==> config.mk <==
export PLATFORM = sky130hd
export DESIGN_NAME = dcache_controller_flat
export DESIGN_NICKNAME = d
export VERILOG_FILES = /design/src/common/mips_pkg.sv /design/src/common/mem_if.sv /design/src/cache/dcache_controller.sv /design/src/flat_wrapper.sv
export SDC_FILE = /design/constraint.sdc
export NUM_CORES = 1
export LEC_CHECK = 0
export ABC_AREA = 1
export ABC_CLOCK_PERIOD_IN_PS = 2100
export BUFFER_PORTS_ARGS = -buffer_cell sky130_fd_sc_hd__buf_2
export CORE_AREA = 2 2 104 106
export CTS_BUF_LIST = sky130_fd_sc_hd__clkbuf_4
export CTS_CLUSTER_SIZE = 24
export DETAILED_ROUTE_END_ITERATION = 8
export DIE_AREA = 0 0 106 108
export GPL_ROUTABILITY_DRIVEN = 0
export GPL_TIMING_DRIVEN = 0
export PLACE_DENSITY = 0.75
export SYNTH_ARGS = -nofsm -noshare
export SYNTH_HDL_FRONTEND = slang
export SYNTH_SLANG_ARGS = --single-unit
==> constraint.sdc <==
create_clock -name clk -period 2.1 [get_ports clk]
set_clock_uncertainty 0.1 [all_clocks]
set_input_delay 0.42 -clock clk [delete_from_list [all_inputs] [get_ports clk]]
set_output_delay 0.42 -clock clk [all_outputs]
set_load 0.02 [all_outputs]
==> src/common/mips_pkg.sv <==
package mips_pkg;

    typedef logic [31:0] word_t;
    typedef logic [5:0]  opcode_t;
    typedef logic [5:0]  func_t;
    typedef logic [4:0]  alu_op_t;
    typedef logic [1:0]  dest_sel_t;
    typedef logic [1:0]  reg_src_t;

    localparam opcode_t OP_RTYPE = 6'b000000;
    localparam opcode_t OP_ADDI  = 6'b001000;
    localparam opcode_t OP_ADDIU = 6'b001001;
    localparam opcode_t OP_ANDI  = 6'b001100;
    localparam opcode_t OP_XORI  = 6'b001110;
    localparam opcode_t OP_ORI   = 6'b001101;
    localparam opcode_t OP_LW    = 6'b100011;
    localparam opcode_t OP_SW    = 6'b101011;
    localparam opcode_t OP_BEQ   = 6'b000100;
    localparam opcode_t OP_BNE   = 6'b000101;
    localparam opcode_t OP_BLEZ  = 6'b000110;
    localparam opcode_t OP_BGTZ  = 6'b000111;
    localparam opcode_t OP_BGEZ  = 6'b000001; // regimm
    localparam opcode_t OP_SLTI  = 6'b001010;
    localparam opcode_t OP_LUI   = 6'b001111;
    localparam opcode_t OP_J     = 6'b000010;
    localparam opcode_t OP_JAL   = 6'b000011;

    localparam func_t FN_XOR  = 6'b100110;
    localparam func_t FN_SLL  = 6'b000000;
    localparam func_t FN_SLLV = 6'b000100;
    localparam func_t FN_SRL  = 6'b000010;
    localparam func_t FN_SRLV = 6'b000110;
    localparam func_t FN_SRA  = 6'b000011;
    localparam func_t FN_ADD  = 6'b100000;
    localparam func_t FN_ADDU = 6'b100001;
    localparam func_t FN_SUB  = 6'b100010;
    localparam func_t FN_SUBU = 6'b100011;
    localparam func_t FN_MULT = 6'b011000;
    localparam func_t FN_DIV  = 6'b011010;
    localparam func_t FN_OR   = 6'b100101;
    localparam func_t FN_NOR  = 6'b100111;
    localparam func_t FN_AND  = 6'b100100;
    localparam func_t FN_SLT  = 6'b101010;
    localparam func_t FN_JR   = 6'b001000;

    localparam alu_op_t ALU_XOR  = 5'd0;
    localparam alu_op_t ALU_SLL  = 5'd1;
    localparam alu_op_t ALU_SRL  = 5'd2;
    localparam alu_op_t ALU_SRA  = 5'd3;
    localparam alu_op_t ALU_ADD  = 5'd4;
    localparam alu_op_t ALU_SUB  = 5'd5;
    localparam alu_op_t ALU_MULT = 5'd6;
    localparam alu_op_t ALU_DIV  = 5'd7;
    localparam alu_op_t ALU_OR   = 5'd8;
    localparam alu_op_t ALU_NOR  = 5'd9;
    localparam alu_op_t ALU_AND  = 5'd10;
    localparam alu_op_t ALU_SLT  = 5'd11;
    localparam alu_op_t ALU_JR   = 5'd12;
    localparam alu_op_t ALU_BEQ  = 5'd13;
    localparam alu_op_t ALU_BNE  = 5'd14;
    localparam alu_op_t ALU_BLEZ = 5'd15;
    localparam alu_op_t ALU_BGTZ = 5'd16;
    localparam alu_op_t ALU_BGEZ = 5'd17;
    localparam alu_op_t ALU_LUI  = 5'd18;
    localparam alu_op_t ALU_SLLV = 5'd25;
    localparam alu_op_t ALU_SRLV = 5'd26;

    localparam dest_sel_t DEST_RT = 2'd0;
    localparam dest_sel_t DEST_RD = 2'd1;
    localparam dest_sel_t DEST_RA = 2'd2; // link register for jal

    localparam reg_src_t REG_SRC_ALU = 2'd0;
    localparam reg_src_t REG_SRC_MEM = 2'd1;
    localparam reg_src_t REG_SRC_PC  = 2'd2;

endpackage
==> src/common/mem_if.sv <==
interface mem_if;

    logic            req;   // single cycle pulse
    logic            we;
    mips_pkg::word_t addr;
    mips_pkg::word_t wdata;
    mips_pkg::word_t rdata; // valid with done
    logic            done;

    modport master (
        output req, we, addr, wdata,
        input  rdata, done
    );

    modport slave (
        input  req, we, addr, wdata,
        output rdata, done
    );

endinterface

==> src/cache/dcache_controller.sv <==
module dcache_controller #(
    parameter int INDEX_BITS = 3
) (
    input  logic            clk,
    input  logic            reset,
    input  logic            in_valid,
    input  logic            is_load,
    input  logic            is_store,
    input  mips_pkg::word_t addr,
    input  mips_pkg::word_t store_data,
    input  logic            hit,
    input  logic            dirty,
    input  mips_pkg::word_t victim_addr,
    input  mips_pkg::word_t cache_rdata,
    output logic            cache_write_en,
    output mips_pkg::word_t cache_write_data,
    output logic            cache_write_dirty,
    output logic            in_ready,
    output logic            reg_write_load,
    mem_if.master           mem
);

    localparam int TAG_LSB = INDEX_BITS + 2;

    typedef enum logic [1:0] {
        IDLE,
        WB_WAIT,
        REFILL_REQ,
        REFILL_WAIT
    } state_t;

    state_t          state;
    logic            mem_access;
    logic            miss;
    mips_pkg::word_t refill_addr;
    logic            req_q;
    logic            we_q;
    mips_pkg::word_t addr_q;
    mips_pkg::word_t wdata_q;

    assign mem_access  = in_valid && (is_load || is_store);
    assign miss        = mem_access && !hit;
    assign refill_addr = {addr[31:TAG_LSB], addr[TAG_LSB-1:2], 2'b00};

    // retire in idle unless the access misses
    assign in_ready       = (state == IDLE) && !miss;
    assign reg_write_load = (state == IDLE) && in_valid && is_load && hit;

    // store hit writes dirty, refill writes clean
    assign cache_write_en    = ((state == IDLE) && in_valid && is_store && hit) ||
                               ((state == REFILL_WAIT) && mem.done);
    assign cache_write_data  = (state == REFILL_WAIT) ? mem.rdata : store_data;
    assign cache_write_dirty = (state == IDLE);

    assign mem.req   = req_q;
    assign mem.we    = we_q;
    assign mem.addr  = addr_q;
    assign mem.wdata = wdata_q;

    always_ff @(posedge clk) begin
        if (reset) begin
            state <= IDLE;
            req_q <= 1'b0;
            we_q  <= 1'b0;
        end else begin
            req_q <= 1'b0;
            case (state)
                IDLE: begin
                    if (miss) begin
                        req_q <= 1'b1;
                        if (dirty) begin
                            we_q  <= 1'b1; // victim goes out first
                            state <= WB_WAIT;
                        end else begin
                            we_q  <= 1'b0;
                            state <= REFILL_REQ;
                        end
                    end
                end
                WB_WAIT: begin
                    if (mem.done) begin
                        req_q <= 1'b1;
                        we_q  <= 1'b0;
                        state <= REFILL_REQ;
                    end
                end
                REFILL_REQ: state <= REFILL_WAIT; // req is high this cycle
                REFILL_WAIT: begin
                    if (mem.done) begin
                        state <= IDLE;
                    end
                end
                default: state <= IDLE;
            endcase
        end
    end

    // memory address and data held until done
    always_ff @(posedge clk) begin
        if ((state == IDLE) && miss) begin
            addr_q  <= dirty ? victim_addr : refill_addr;
            wdata_q <= cache_rdata;
        end else if ((state == WB_WAIT) && mem.done) begin
            addr_q <= refill_addr;
        end
    end

endmodule

==> src/flat_wrapper.sv <==
// flat-port wrapper written by rule: the top's interface ports become plain ports
module dcache_controller_flat 
#(
    parameter int INDEX_BITS = 3
)
  (clk, reset, in_valid, is_load, is_store, addr, store_data, hit, dirty, victim_addr, cache_rdata, cache_write_en, cache_write_data, cache_write_dirty, in_ready, reg_write_load, mem_req, mem_we, mem_addr, mem_wdata, mem_rdata, mem_done);
  mem_if mem_i ();
  input  logic clk;
  input  logic reset;
  input  logic in_valid;
  input  logic is_load;
  input  logic is_store;
  input  mips_pkg::word_t addr;
  input  mips_pkg::word_t store_data;
  input  logic hit;
  input  logic dirty;
  input  mips_pkg::word_t victim_addr;
  input  mips_pkg::word_t cache_rdata;
  output logic cache_write_en;
  output mips_pkg::word_t cache_write_data;
  output logic cache_write_dirty;
  output logic in_ready;
  output logic reg_write_load;
  output wire logic [$bits(mem_i.req)-1:0] mem_req;
  output wire logic [$bits(mem_i.we)-1:0] mem_we;
  output wire logic [$bits(mem_i.addr)-1:0] mem_addr;
  output wire logic [$bits(mem_i.wdata)-1:0] mem_wdata;
  input wire logic [$bits(mem_i.rdata)-1:0] mem_rdata;
  input wire logic [$bits(mem_i.done)-1:0] mem_done;
  assign mem_req = mem_i.req;
  assign mem_we = mem_i.we;
  assign mem_addr = mem_i.addr;
  assign mem_wdata = mem_i.wdata;
  assign mem_i.rdata = mem_rdata;
  assign mem_i.done = mem_done;
  dcache_controller #(.INDEX_BITS(INDEX_BITS)) u_core (.clk(clk), .reset(reset), .in_valid(in_valid), .is_load(is_load), .is_store(is_store), .addr(addr), .store_data(store_data), .hit(hit), .dirty(dirty), .victim_addr(victim_addr), .cache_rdata(cache_rdata), .cache_write_en(cache_write_en), .cache_write_data(cache_write_data), .cache_write_dirty(cache_write_dirty), .in_ready(in_ready), .reg_write_load(reg_write_load), .mem(mem_i));
endmodule
==> reports/results.txt, run 1 <==
Hold Vio Cnt, Final - 0
Max H-tree Level - 3
Yosys reg bits - 68
clock sink total - 68
Cell Rows - 37
most common cell after layout, fill and taps aside - buf_2
status - finished, final reports clean
crit end category - primary output
post-synthesis sequential area ratio - 63.8%
DIE HEIGHT - 108 µm
clock period minus worst slack - 2.04 ns
First-pass DRT Iterations - 4
EDFF count, synth - 64
clock slew seen by the registers of the worst setup and hold paths - 0.14 ns
FF/Latch Area - 0.00201 mm²
Vias - 3344
critical path type - reg -> out
Sw Share - 34.9%
critical-path maximum fanout - 10
area post-placement - 0.00464 mm²
peak supply drop - 0.617 mV
Fillers - 964
cell count after synthesis - 325
Cell Pwr Density - 950 mW/mm²
antenna violations before repair - 2
root cell of the clock tree - clkbuf_4
Max transition margin - 48.1%
measured slew at the worst slew-check pin - 0.775 ns
pin count of the biggest net entering global routing - 42
Vias/cell - 4.48
Syn Std Cell Area - 0.00314 mm²
startpoint types - flip-flop
clock network fraction of total power - 25.7%
post-route design area - 0.00501 mm²
Synthesized Nets - 498
Port-buffer cells - 267
Warnings, synthesis - 0
fmax - 490 MHz
TritonCTS buffer count - 9
WP data arrival - 1.52 ns
Clock Path Buffers - 2
Psw - 0.00166 W
Internal Power - 0.00310 W
Die Wd - 106 µm
total grt overflow - 0
MaxCap Viol Count - 0
Routed Antenna Nets - 0
Async S/R FF share, synth - 0%
DPL Wire Length - 8630 µm
HP Class - in -> reg
final wirelength - 10600 µm
Flop pwr share - 38.4%
max-slew violation count - 0
DR DRC count - 0
core area - 0.0102 mm²
initial core utilization - 30.7%
global-route wire length before repair - 15400 µm
leakage - 2.61 nW
area grow syn2layout - 59.7%
WL/cell - 14.2 µm
RSZ-0062 raised after global routing - yes
Setup TNS Final - 0 ns
Netlist cell types - 22
Final period util - 97.2%
DIE AREA - 0.0114 mm²
CTS tree - built
Post-synth top flop - edfxtp_1
Mean Syn Cell Area - 9.65 µm²
commonest non-fill, non-tap cells in the layout - 250 x buf_2, 166 x nand2_1, 64 x edfxtp_1
Multi-input gate area - 0.00102 mm²
Req. time, crit path - 1.58 ns
Boundary Pins - 270
initial DRC count - 173
Clk Latency, worst-skew pair - 0.39 ns
GRT Overall Usage - 17.7%
final setup violation count - 0
vias in the first global route - 3269
proportion of power drawn by combinational gates - 35.8%
ratio of cells with drive above 1 in the final layout - 52.0%
Nets - 776
-- power by group through the flow --
stage / clock network [W] / logic [W] / registers (W)
2_1_floorplan: 0 / 0.000753 / 0.00205
5_1_grt: 0.00132 / 0.00185 / 0.00185
6_report: 0.00122 / 0.00170 / 0.00183
4_1_cts: 0.00127 / 0.00165 / 0.00183
3_5_place_dp: 0 / 0.00158 / 0.00184
3_3_place_gp: 0 / 0.00155 / 0.00184
-- what timing repair did --
action / in CTS / in global routing
setup endpoints to repair: 67 / 34
cloned: 0 / 1
hold endpoints to repair: 0 / 0
setup buffers: 0 / 0
resized for setup: 23 / 30
pin swaps: 0 / 1
hold buffers: 0 / 0
-- critical path, stage by stage, from the launching register on --
cell	delay, ns
dfxtp_4	0.41
ha_4	0.21
buf_4	0.18
nand2_1	0.06
nand2_1	0.08
buf_2	0.17
-- layer usage --
layer  wire [µm]  vias up  track usage, %
li1            -     1620               -
met1        3540     1509            17.4
met2        5770      202            34.8
met3        1020       13            4.88
met4         230        0            7.33
met5           0        -               0
-- cell families after synthesis --
family / synth area share [%]
buffers and inverters: 5.15
flip-flops: 63.8
adder cells (fa/ha/maj): 1.99
AND/OR/NAND/NOR: 27.6
AO/OA/AOI/OAI: 1.40
-- cells in the mapped netlist, types with 2 or more instances --
master    number  share of area (%)
nand2_1      168                 20
edfxtp_1      64                 61
nand3_1       33                5.3
inv_1         13                1.6
buf_2          6               0.96
a21oi_1        5               0.80
ha_1           5                2.0
clkbuf_1       4               0.48
dfxtp_1        4                2.6
nor2_1         4               0.48
buf_4          3               0.72
buf_6          3                1.1
inv_2          3               0.36
nor2_2         2               0.40
-- final timing paths --
kind	from	end	slack [ns]	cells past startpoint
max	u_core.state[0]$_SDFFE_PP0P_	cache_write_data[15]	0.06	5
min	reset	u_core.mem.req$_SDFF_PP0_	0.06	2
min reg2reg	u_core.mem.we$_SDFFE_PP0P_	u_core.mem.we$_SDFFE_PP0P_	0.41	2
max reg2reg	u_core.state[1]$_SDFFE_PP0P_	u_core.mem.addr[30]$_DFFE_PP_	0.23	4
-- sequential cells by signal, summed over array words and instances (netlist names) --
register          flops
u_core.mem.addr      32
u_core.state          2
u_core.mem.wdata     32
u_core.mem.req        1
u_core.mem.we         1
-- per-stage QoR --
step,worst slack (ns),utilization (%),hold slack [ns],std cells,power [W]
floorplan,0.00318,-,0.389,325,0.00281
global placement,-0.271,45.4,0.376,728,0.00339
detailed placement,-0.300,45.4,0.393,728,0.00342
CTS,-0.0431,48.0,0.0120,743,0.00474
global route,-0.0361,49.0,0.0286,746,0.00502
finish,0.0593,49.0,0.0579,746,0.00476
-- layout make-up --
type | count | area share (%)
Sequential cell | 68 | 40.1
Timing Repair Buffer | 268 | 27.9
Multi-Input combinational cell | 225 | 20.3
Tap cell | 136 | 3.40
Clock inverter | 7 | 2.92
Buffer | 15 | 2.65
Clock buffer | 9 | 1.35
Inverter | 16 | 1.35
Antenna cell | 2 | 0.0999
No activity file was read; power rests on OpenSTA's default activity.
==> run 2: changes to the inputs <==
--- a/config.mk
+++ b/config.mk
@@ -6,7 +6,7 @@
 export NUM_CORES = 1
 export LEC_CHECK = 0
 export ABC_AREA = 1
-export ABC_CLOCK_PERIOD_IN_PS = 2100
+export ABC_CLOCK_PERIOD_IN_PS = 2450
 export BUFFER_PORTS_ARGS = -buffer_cell sky130_fd_sc_hd__buf_2
 export CORE_AREA = 2 2 104 106
 export CTS_BUF_LIST = sky130_fd_sc_hd__clkbuf_4
==> constraint.sdc (replaced) <==
create_clock -name clk -period 2.45 [get_ports clk]
set_clock_uncertainty 0.1 [all_clocks]
set_input_delay 0.49 -clock clk [delete_from_list [all_inputs] [get_ports clk]]
set_output_delay 0.49 -clock clk [all_outputs]
set_load 0.02 [all_outputs]
==> run 2 against run 1 <==
  * Worst hold slack better by 0.071 ns
  * Sequential share of layout area up 1.0 points
  * Core utilization down 1.3 points
  * Final cell count unchanged
  * Design area down 2.6%
  * Via count down 0.42%
  * Count of clock-buffer cells in the layout unchanged
  * Setup slack better by 0.079 ns
==> reports/results.txt, run 2 (synthesis results as in run 1) <==
Multi-input gate area - 976 µm² (was 0.00102 mm²)
proportion of power drawn by combinational gates - 34.3% (was 35.8%)
Worst Hold Path EP - u_core.mem.req$_SDFF_PP0_ (unchanged)
DIE AREA - 0.0114 mm² (unchanged)
clock network fraction of total power - 26.5% (was 25.7%)
Hold Vio Cnt, Final - 0 (unchanged)
clock sink total - 68 (unchanged)
Cell Pwr Density - 811 mW/mm² (was 950 mW/mm²)
Port-buffer cells - 267 (unchanged)
status - finished, final reports clean (unchanged)
DPL Wire Length - 8630 µm (unchanged)
Vias - 3330 (was 3344)
final wirelength - 10400 µm (was 10600 µm)
critical-path maximum fanout - 10 (unchanged)
peak supply drop - 0.475 mV (was 0.617 mV)
Sw Share - 35.0% (was 34.9%)
initial core utilization - 30.7% (unchanged)
hold path depth - 2 (unchanged)
Psw - 0.00138 W (was 0.00166 W)
DR DRC count - 0 (unchanged)
global-route wire length before repair - 15400 µm (about the same)
WL/cell - 13.9 µm (was 14.2 µm)
First-pass DRT Iterations - 6 (was 4)
TritonCTS buffer count - 9 (unchanged)
Routed Antenna Nets - 0 (unchanged)
vias in the first global route - 3264 (was 3269)
root cell of the clock tree - clkbuf_4 (unchanged)
Die Wd - 106 µm (unchanged)
FF-to-FF Start - u_core.state[1]$_SDFFE_PP0P_ (unchanged)
DIE HEIGHT - 108 µm (unchanged)
MaxCap Viol Count - 0 (unchanged)
commonest non-fill, non-tap cells in the layout - 272 x buf_2, 167 x nand2_1, 64 x edfxtp_1 (was 250 x buf_2, 166 x nand2_1, 64 x edfxtp_1)
Internal Power - 0.00257 W (was 0.00310 W)
pin count of the biggest net entering global routing - 42 (unchanged)
Max transition margin - 47.8% (was 48.1%)
area grow syn2layout - 55.4% (was 59.7%)
Setup TNS Final - 0 ns (unchanged)
area post-placement - 0.00464 mm² (unchanged)
post-route design area - 0.00488 mm² (was 0.00501 mm²)
Fillers - 979 (was 964)
Max H-tree Level - 3 (unchanged)
Worst path slowest cell - dfxtp_2 (was dfxtp_4)
ratio of cells with drive above 1 in the final layout - 50.7% (was 52.0%)
Boundary Pins - 270 (unchanged)
critical-path cell list - ha_1 -> buf_2 -> inv_2 -> buf_4 -> nand2_1 -> nand2_1 -> buf_2 (was ha_4 -> buf_4 -> nand2_1 -> nand2_1 -> buf_2)
Flop pwr share - 39.2% (was 38.4%)
R2R depth - 7 (was 4)
Clk Latency, worst-skew pair - 0.40 ns (was 0.39 ns)
Cell Rows - 37 (unchanged)
Setup Buffers After CTS - 0 (unchanged)
hold-fix buffers at CTS - 0 (unchanged)
Req. time, crit path - 1.86 ns (was 1.58 ns)
startpoint types - flip-flop (unchanged)
Vias/cell - 4.46 (was 4.48)
max-slew violation count - 0 (unchanged)
core area - 0.0102 mm² (unchanged)
GRT Overall Usage - 17.7% (about the same)
fmax - 433 MHz
RSZ-0062 raised after global routing - no (was yes)
antenna violations before repair - 2 (unchanged)
FF-to-FF setup slack - 0.46 ns (was 0.23 ns)
critical path type - reg -> out (unchanged)
Nets - 776 (unchanged)
Clock Path Buffers - 2 (unchanged)
leakage - 2.58 nW (was 2.61 nW)
clock slew seen by the registers of the worst setup and hold paths - 0.13 ns (was 0.14 ns)
most common cell after layout, fill and taps aside - buf_2 (unchanged)
Crit Reg-Reg Endpoint - u_core.mem.addr[23]$_DFFE_PP_ (was u_core.mem.addr[30]$_DFFE_PP_)
final setup violation count - 0 (unchanged)
initial DRC count - 161 (was 173)
total grt overflow - 0 (unchanged)
Hold Crit Start - reset (unchanged)
crit end category - primary output (unchanged)
Final period util - 94.3%
final hold slack - 0.128 ns (was 0.0579 ns)
Final Util - 47.7% (was 49.0%)
CTS tree - built (unchanged)
FF/Latch Area - 0.00200 mm² (was 0.00201 mm²)
HP Class - in -> reg (unchanged)
clock period minus worst slack - 2.31 ns
WP data arrival - 1.72 ns (was 1.52 ns)
slowest cell delay on critical path - 0.36 ns (was 0.41 ns)
measured slew at the worst slew-check pin - 0.781 ns (was 0.775 ns)
run 2: cell types whose count changed in the layout (fill, tap and decap cells not counted), moves of 2 or more:
cell,previous run,this run
buf_6,8,3
ha_4,2,0
inv_1,10,12
buf_2,250,272
buf_4,22,6
ha_1,3,5
run 2: what timing repair did:
item,4_1_cts,5_1_grt
cloned,0,0
resized for setup,6,3
setup endpoints to repair,30,15
run 2: how the worst max path moves through the flow:
stage          cells past startpoint                          from  slack, ns                          endpoint
6_report                           7  u_core.state[0]$_SDFFE_PP0P_       0.14               cache_write_data[0]
5_1_grt                            7  u_core.state[0]$_SDFFE_PP0P_       0.02              cache_write_data[27]
4_1_cts                            4  u_core.state[0]$_SDFFE_PP0P_      0.007     u_core.mem.addr[30]$_DFFE_PP_
3_5_place_dp                       4  u_core.state[0]$_SDFFE_PP0P_       0.05      u_core.mem.addr[7]$_DFFE_PP_
3_3_place_gp                       4                           hit       0.07     u_core.mem.addr[10]$_DFFE_PP_
2_1_floorplan                      4  u_core.state[0]$_SDFFE_PP0P_       0.35  u_core.mem.addr[0]$_SDFFCE_PN0P_
run 2: critical path: cells and delay by family (launching register included):
| kind | cells | cell delay, ns |
|---|---|---|
| flops | 1 | 0.36 |
| simple gates | 2 | 0.11 |
| buf+inv | 4 | 0.64 |
| fa+ha+maj | 1 | 0.19 |
run 2: power groups by stage:
stage                     sequential, W  clock, W  combinational [W]
final                           0.00155   0.00105            0.00136
after floorplan                 0.00176         0           0.000646
after CTS                       0.00156   0.00108            0.00137
after global routing            0.00157   0.00113            0.00148
after detailed placement        0.00158         0            0.00135
after global placement          0.00157         0            0.00133
run 2: per-stage QoR:
| stage | std cells | total power (W) | worst slack [ns] |
|---|---|---|---|
| after floorplan | 325 | 0.00240 | 0.353 |
| after detailed placement | 728 | 0.00293 | 0.0502 |
| after global placement | 728 | 0.00290 | 0.0750 |
| final | 746 | 0.00396 | 0.139 |
| after global routing | 746 | 0.00418 | 0.0185 |
| after CTS | 744 | 0.00401 | 0.00699 |
run 2: final cells by class:
| class | count | area share (%) |
|---|---|---|
| Tap cell | 136 | 3.49 |
| Buffer | 16 | 2.28 |
| Clock buffer | 9 | 1.39 |
| Timing Repair Buffer | 267 | 27.4 |
| Antenna cell | 2 | 0.103 |
| Sequential cell | 68 | 41.1 |
| Inverter | 16 | 1.23 |
| Clock inverter | 7 | 3.00 |
| Multi-Input combinational cell | 225 | 20.0 |
run 2: layer usage:
layer	up-vias	share of wire, %	global-route usage (%)
met5	-	0	0
met3	13	9.6	4.76
met2	199	54	34.6
li1	1622	-	-
met4	0	2.1	7.33
met1	1496	34	17.5
==> run 3: changes to the inputs <==
--- a/config.mk
+++ b/config.mk
@@ -15,7 +15,7 @@
 export DIE_AREA = 0 0 106 108
 export GPL_ROUTABILITY_DRIVEN = 0
 export GPL_TIMING_DRIVEN = 0
-export PLACE_DENSITY = 0.75
+export PLACE_DENSITY = 0.67
 export SYNTH_ARGS = -nofsm -noshare
 export SYNTH_HDL_FRONTEND = slang
 export SYNTH_SLANG_ARGS = --single-unit
==> run 3 against run 2 <==
  * Non-clock buffer count unchanged
  * Core utilization fell by 0.65 points
  * Sequential cell count unchanged
  * Register-to-register slack better by 0.06 ns
  * Setup slack improved by 0.031 ns
  * Via count is 2.7% lower
  * Sequential power hardly changed
  * Count of clock-buffer cells in the layout did not move
  * Critical path depth is 1 lower
  * First-iteration DRC count decreased by 25%
  * Combinational power about the same
  * Clock power is 33% lower
==> reports/results.txt, run 3 (synthesis results as in run 1) <==
final hold slack - 0.150 ns (was 0.128 ns)
Max H-tree Level - 3 (unchanged)
GRT Overall Usage - 17.0% (was 17.7%)
DR DRC count - 0 (unchanged)
critical-path maximum fanout - 10 (unchanged)
total grt overflow - 0 (unchanged)
Port-buffer cells - 267 (unchanged)
root cell of the clock tree - clkbuf_4 (unchanged)
DIE HEIGHT - 108 µm (unchanged)
slowest cell delay on critical path - 0.39 ns (was 0.36 ns)
Cell Pwr Density - 749 mW/mm² (was 811 mW/mm²)
area post-placement - 0.00464 mm² (unchanged)
startpoint types - flip-flop (unchanged)
Routed Antenna Nets - 0 (unchanged)
initial DRC count - 121 (was 161)
hold path depth - 2 (unchanged)
cell family with most CP delay - buffers and inverters (unchanged)
Cells after DPL - 728 (unchanged)
WP depth - 6 (was 7)
pin count of the biggest net entering global routing - 42 (unchanged)
Psw - 0.00134 W (was 0.00138 W)
R2R depth - 7 (unchanged)
clock period minus worst slack - 2.28 ns (was 2.31 ns)
ratio of cells with drive above 1 in the final layout - 50.5% (was 50.7%)
commonest non-fill, non-tap cells in the layout - 269 x buf_2, 167 x nand2_1, 64 x edfxtp_1 (was 272 x buf_2, 167 x nand2_1, 64 x edfxtp_1)
measured slew at the worst slew-check pin - 0.755 ns (was 0.781 ns)
core area - 0.0102 mm² (unchanged)
DPL Wire Length - 8320 µm (was 8630 µm)
vias in the first global route - 3122 (was 3264)
status - finished, final reports clean (unchanged)
global-route wire length before repair - 14800 µm (was 15400 µm)
Clock Path Buffers - 2 (unchanged)
Boundary Pins - 270 (unchanged)
post-route design area - 0.00481 mm² (was 0.00488 mm²)
critical-path cell list - ha_1 -> buf_2 -> clkbuf_4 -> nand2_1 -> nand2_1 -> buf_2 (was ha_1 -> buf_2 -> inv_2 -> buf_4 -> nand2_1 -> nand2_1 -> buf_2)
Flop pwr share - 42.9% (was 39.2%)
TritonCTS buffer count - 9 (unchanged)
MaxCap Viol Count - 0 (unchanged)
Non-Filler Instances - 745 (was 746)
Clk Latency, worst-skew pair - 0.39 ns (was 0.40 ns)
WL/cell - 13.3 µm (was 13.9 µm)
Hold Vio Cnt, Final - 0 (unchanged)
max-slew violation count - 0 (unchanged)
Setup TNS Final - 0 ns (unchanged)
antenna violations before repair - 2 (unchanged)
final wirelength - 9940 µm (was 10400 µm)
Overall Power - 0.00360 W (was 0.00396 W)
peak supply drop - 0.341 mV (was 0.475 mV)
leakage - 2.54 nW (was 2.58 nW)
clock network fraction of total power - 19.6% (was 26.5%)
Nets - 776 (unchanged)
crit end category - primary output (unchanged)
Die Wd - 106 µm (unchanged)
Req. time, crit path - 1.86 ns (about the same)
proportion of power drawn by combinational gates - 37.5% (was 34.3%)
Final period util - 93.1% (was 94.3%)
Sw Share - 37.2% (was 35.0%)
Max transition margin - 49.5% (was 47.8%)
clock sink total - 68 (unchanged)
First-pass DRT Iterations - 4 (was 6)
fmax - 439 MHz (was 433 MHz)
buffers and inverters on the worst path - 3 (was 4)
Internal Power - 0.00226 W (was 0.00257 W)
Vias/cell - 4.35 (was 4.46)
clock slew seen by the registers of the worst setup and hold paths - 0.12 ns (was 0.13 ns)
critical path type - reg -> out (unchanged)
WP data arrival - 1.69 ns (was 1.72 ns)
Cell Rows - 37 (unchanged)
RSZ-0062 raised after global routing - no (unchanged)
CTS tree - built (unchanged)
DIE AREA - 0.0114 mm² (unchanged)
HP Class - in -> reg (unchanged)
final setup violation count - 0 (unchanged)
Vias - 3240 (was 3330)
area grow syn2layout - 53.3% (was 55.4%)
Worst path slowest cell - dfxtp_1 (was dfxtp_2)
most common cell after layout, fill and taps aside - buf_2 (unchanged)
initial core utilization - 30.7% (unchanged)
run 3: area by class of cell:
| type | count | area, µm² |
|---|---|---|
| Fill cell | 1053 | 5420 |
| Sequential cell | 68 | 2000 |
| Timing Repair Buffer | 267 | 1340 |
| Multi-Input combinational cell | 225 | 978 |
| Tap cell | 136 | 170 |
| Buffer | 16 | 123 |
| Clock buffer | 9 | 67.6 |
| Clock inverter | 7 | 66.3 |
| Inverter | 16 | 62.6 |
| Antenna cell | 1 | 2.50 |
run 3: power groups by stage:
| stage | Sequential, W | Clock [W] | Combinational [W] |
|---|---|---|---|
| finish | 0.00155 | 0.000706 | 0.00135 |
| global route | 0.00156 | 0.000799 | 0.00149 |
| CTS | 0.00155 | 0.000735 | 0.00136 |
| detailed placement | 0.00158 | 0 | 0.00134 |
| global placement | 0.00157 | 0 | 0.00133 |
| floorplan | 0.00176 | 0 | 0.000646 |
run 3: worst reg2reg max path: stages, from the launching register on:
cell and delay, ns:
dfxtp_2 0.36, inv_1 0.12, ha_2 0.25, nand3_2 0.12, inv_2 0.15, buf_4 0.43, nand3_1 0.18, nand2_1 0.10
run 3: timing repair:
| item | 4_1_cts | 5_1_grt |
|---|---|---|
| setup buffers | 0 | 0 |
| hold buffers | 0 | 0 |
| resized for setup | 5 | 12 |
| setup endpoints to repair | 23 | 32 |
run 3: path summary, 6_finish.rpt:
path / start / to / slack, ns
worst max register to register: u_core.state[0]$_SDFFE_PP0P_ / u_core.mem.addr[30]$_DFFE_PP_ / 0.52
worst min-delay path: reset / u_core.mem.req$_SDFF_PP0_ / 0.15
worst min register to register: u_core.mem.we$_SDFFE_PP0P_ / u_core.mem.we$_SDFFE_PP0P_ / 0.41
worst max-delay path: u_core.state[1]$_SDFFE_PP0P_ / cache_write_data[26] / 0.17
run 3: stage by stage:
step	setup WS, ns	utilization [%]
floorplan	0.353	-
global placement	0.0746	45.4
detailed placement	0.00900	45.4
CTS	-0.00415	46.8
global route	0.0135	47.0
finish	0.170	47.0
run 3: layer usage:
layer	global-route usage (%)	up-vias	share of wire, %	wire [µm]
met5	0	-	0	0
met4	6.95	0	2.6	256
met3	4.70	17	8.2	811
met2	32.3	181	54	5330
met1	17.7	1420	36	3540
li1	-	1622	-	-
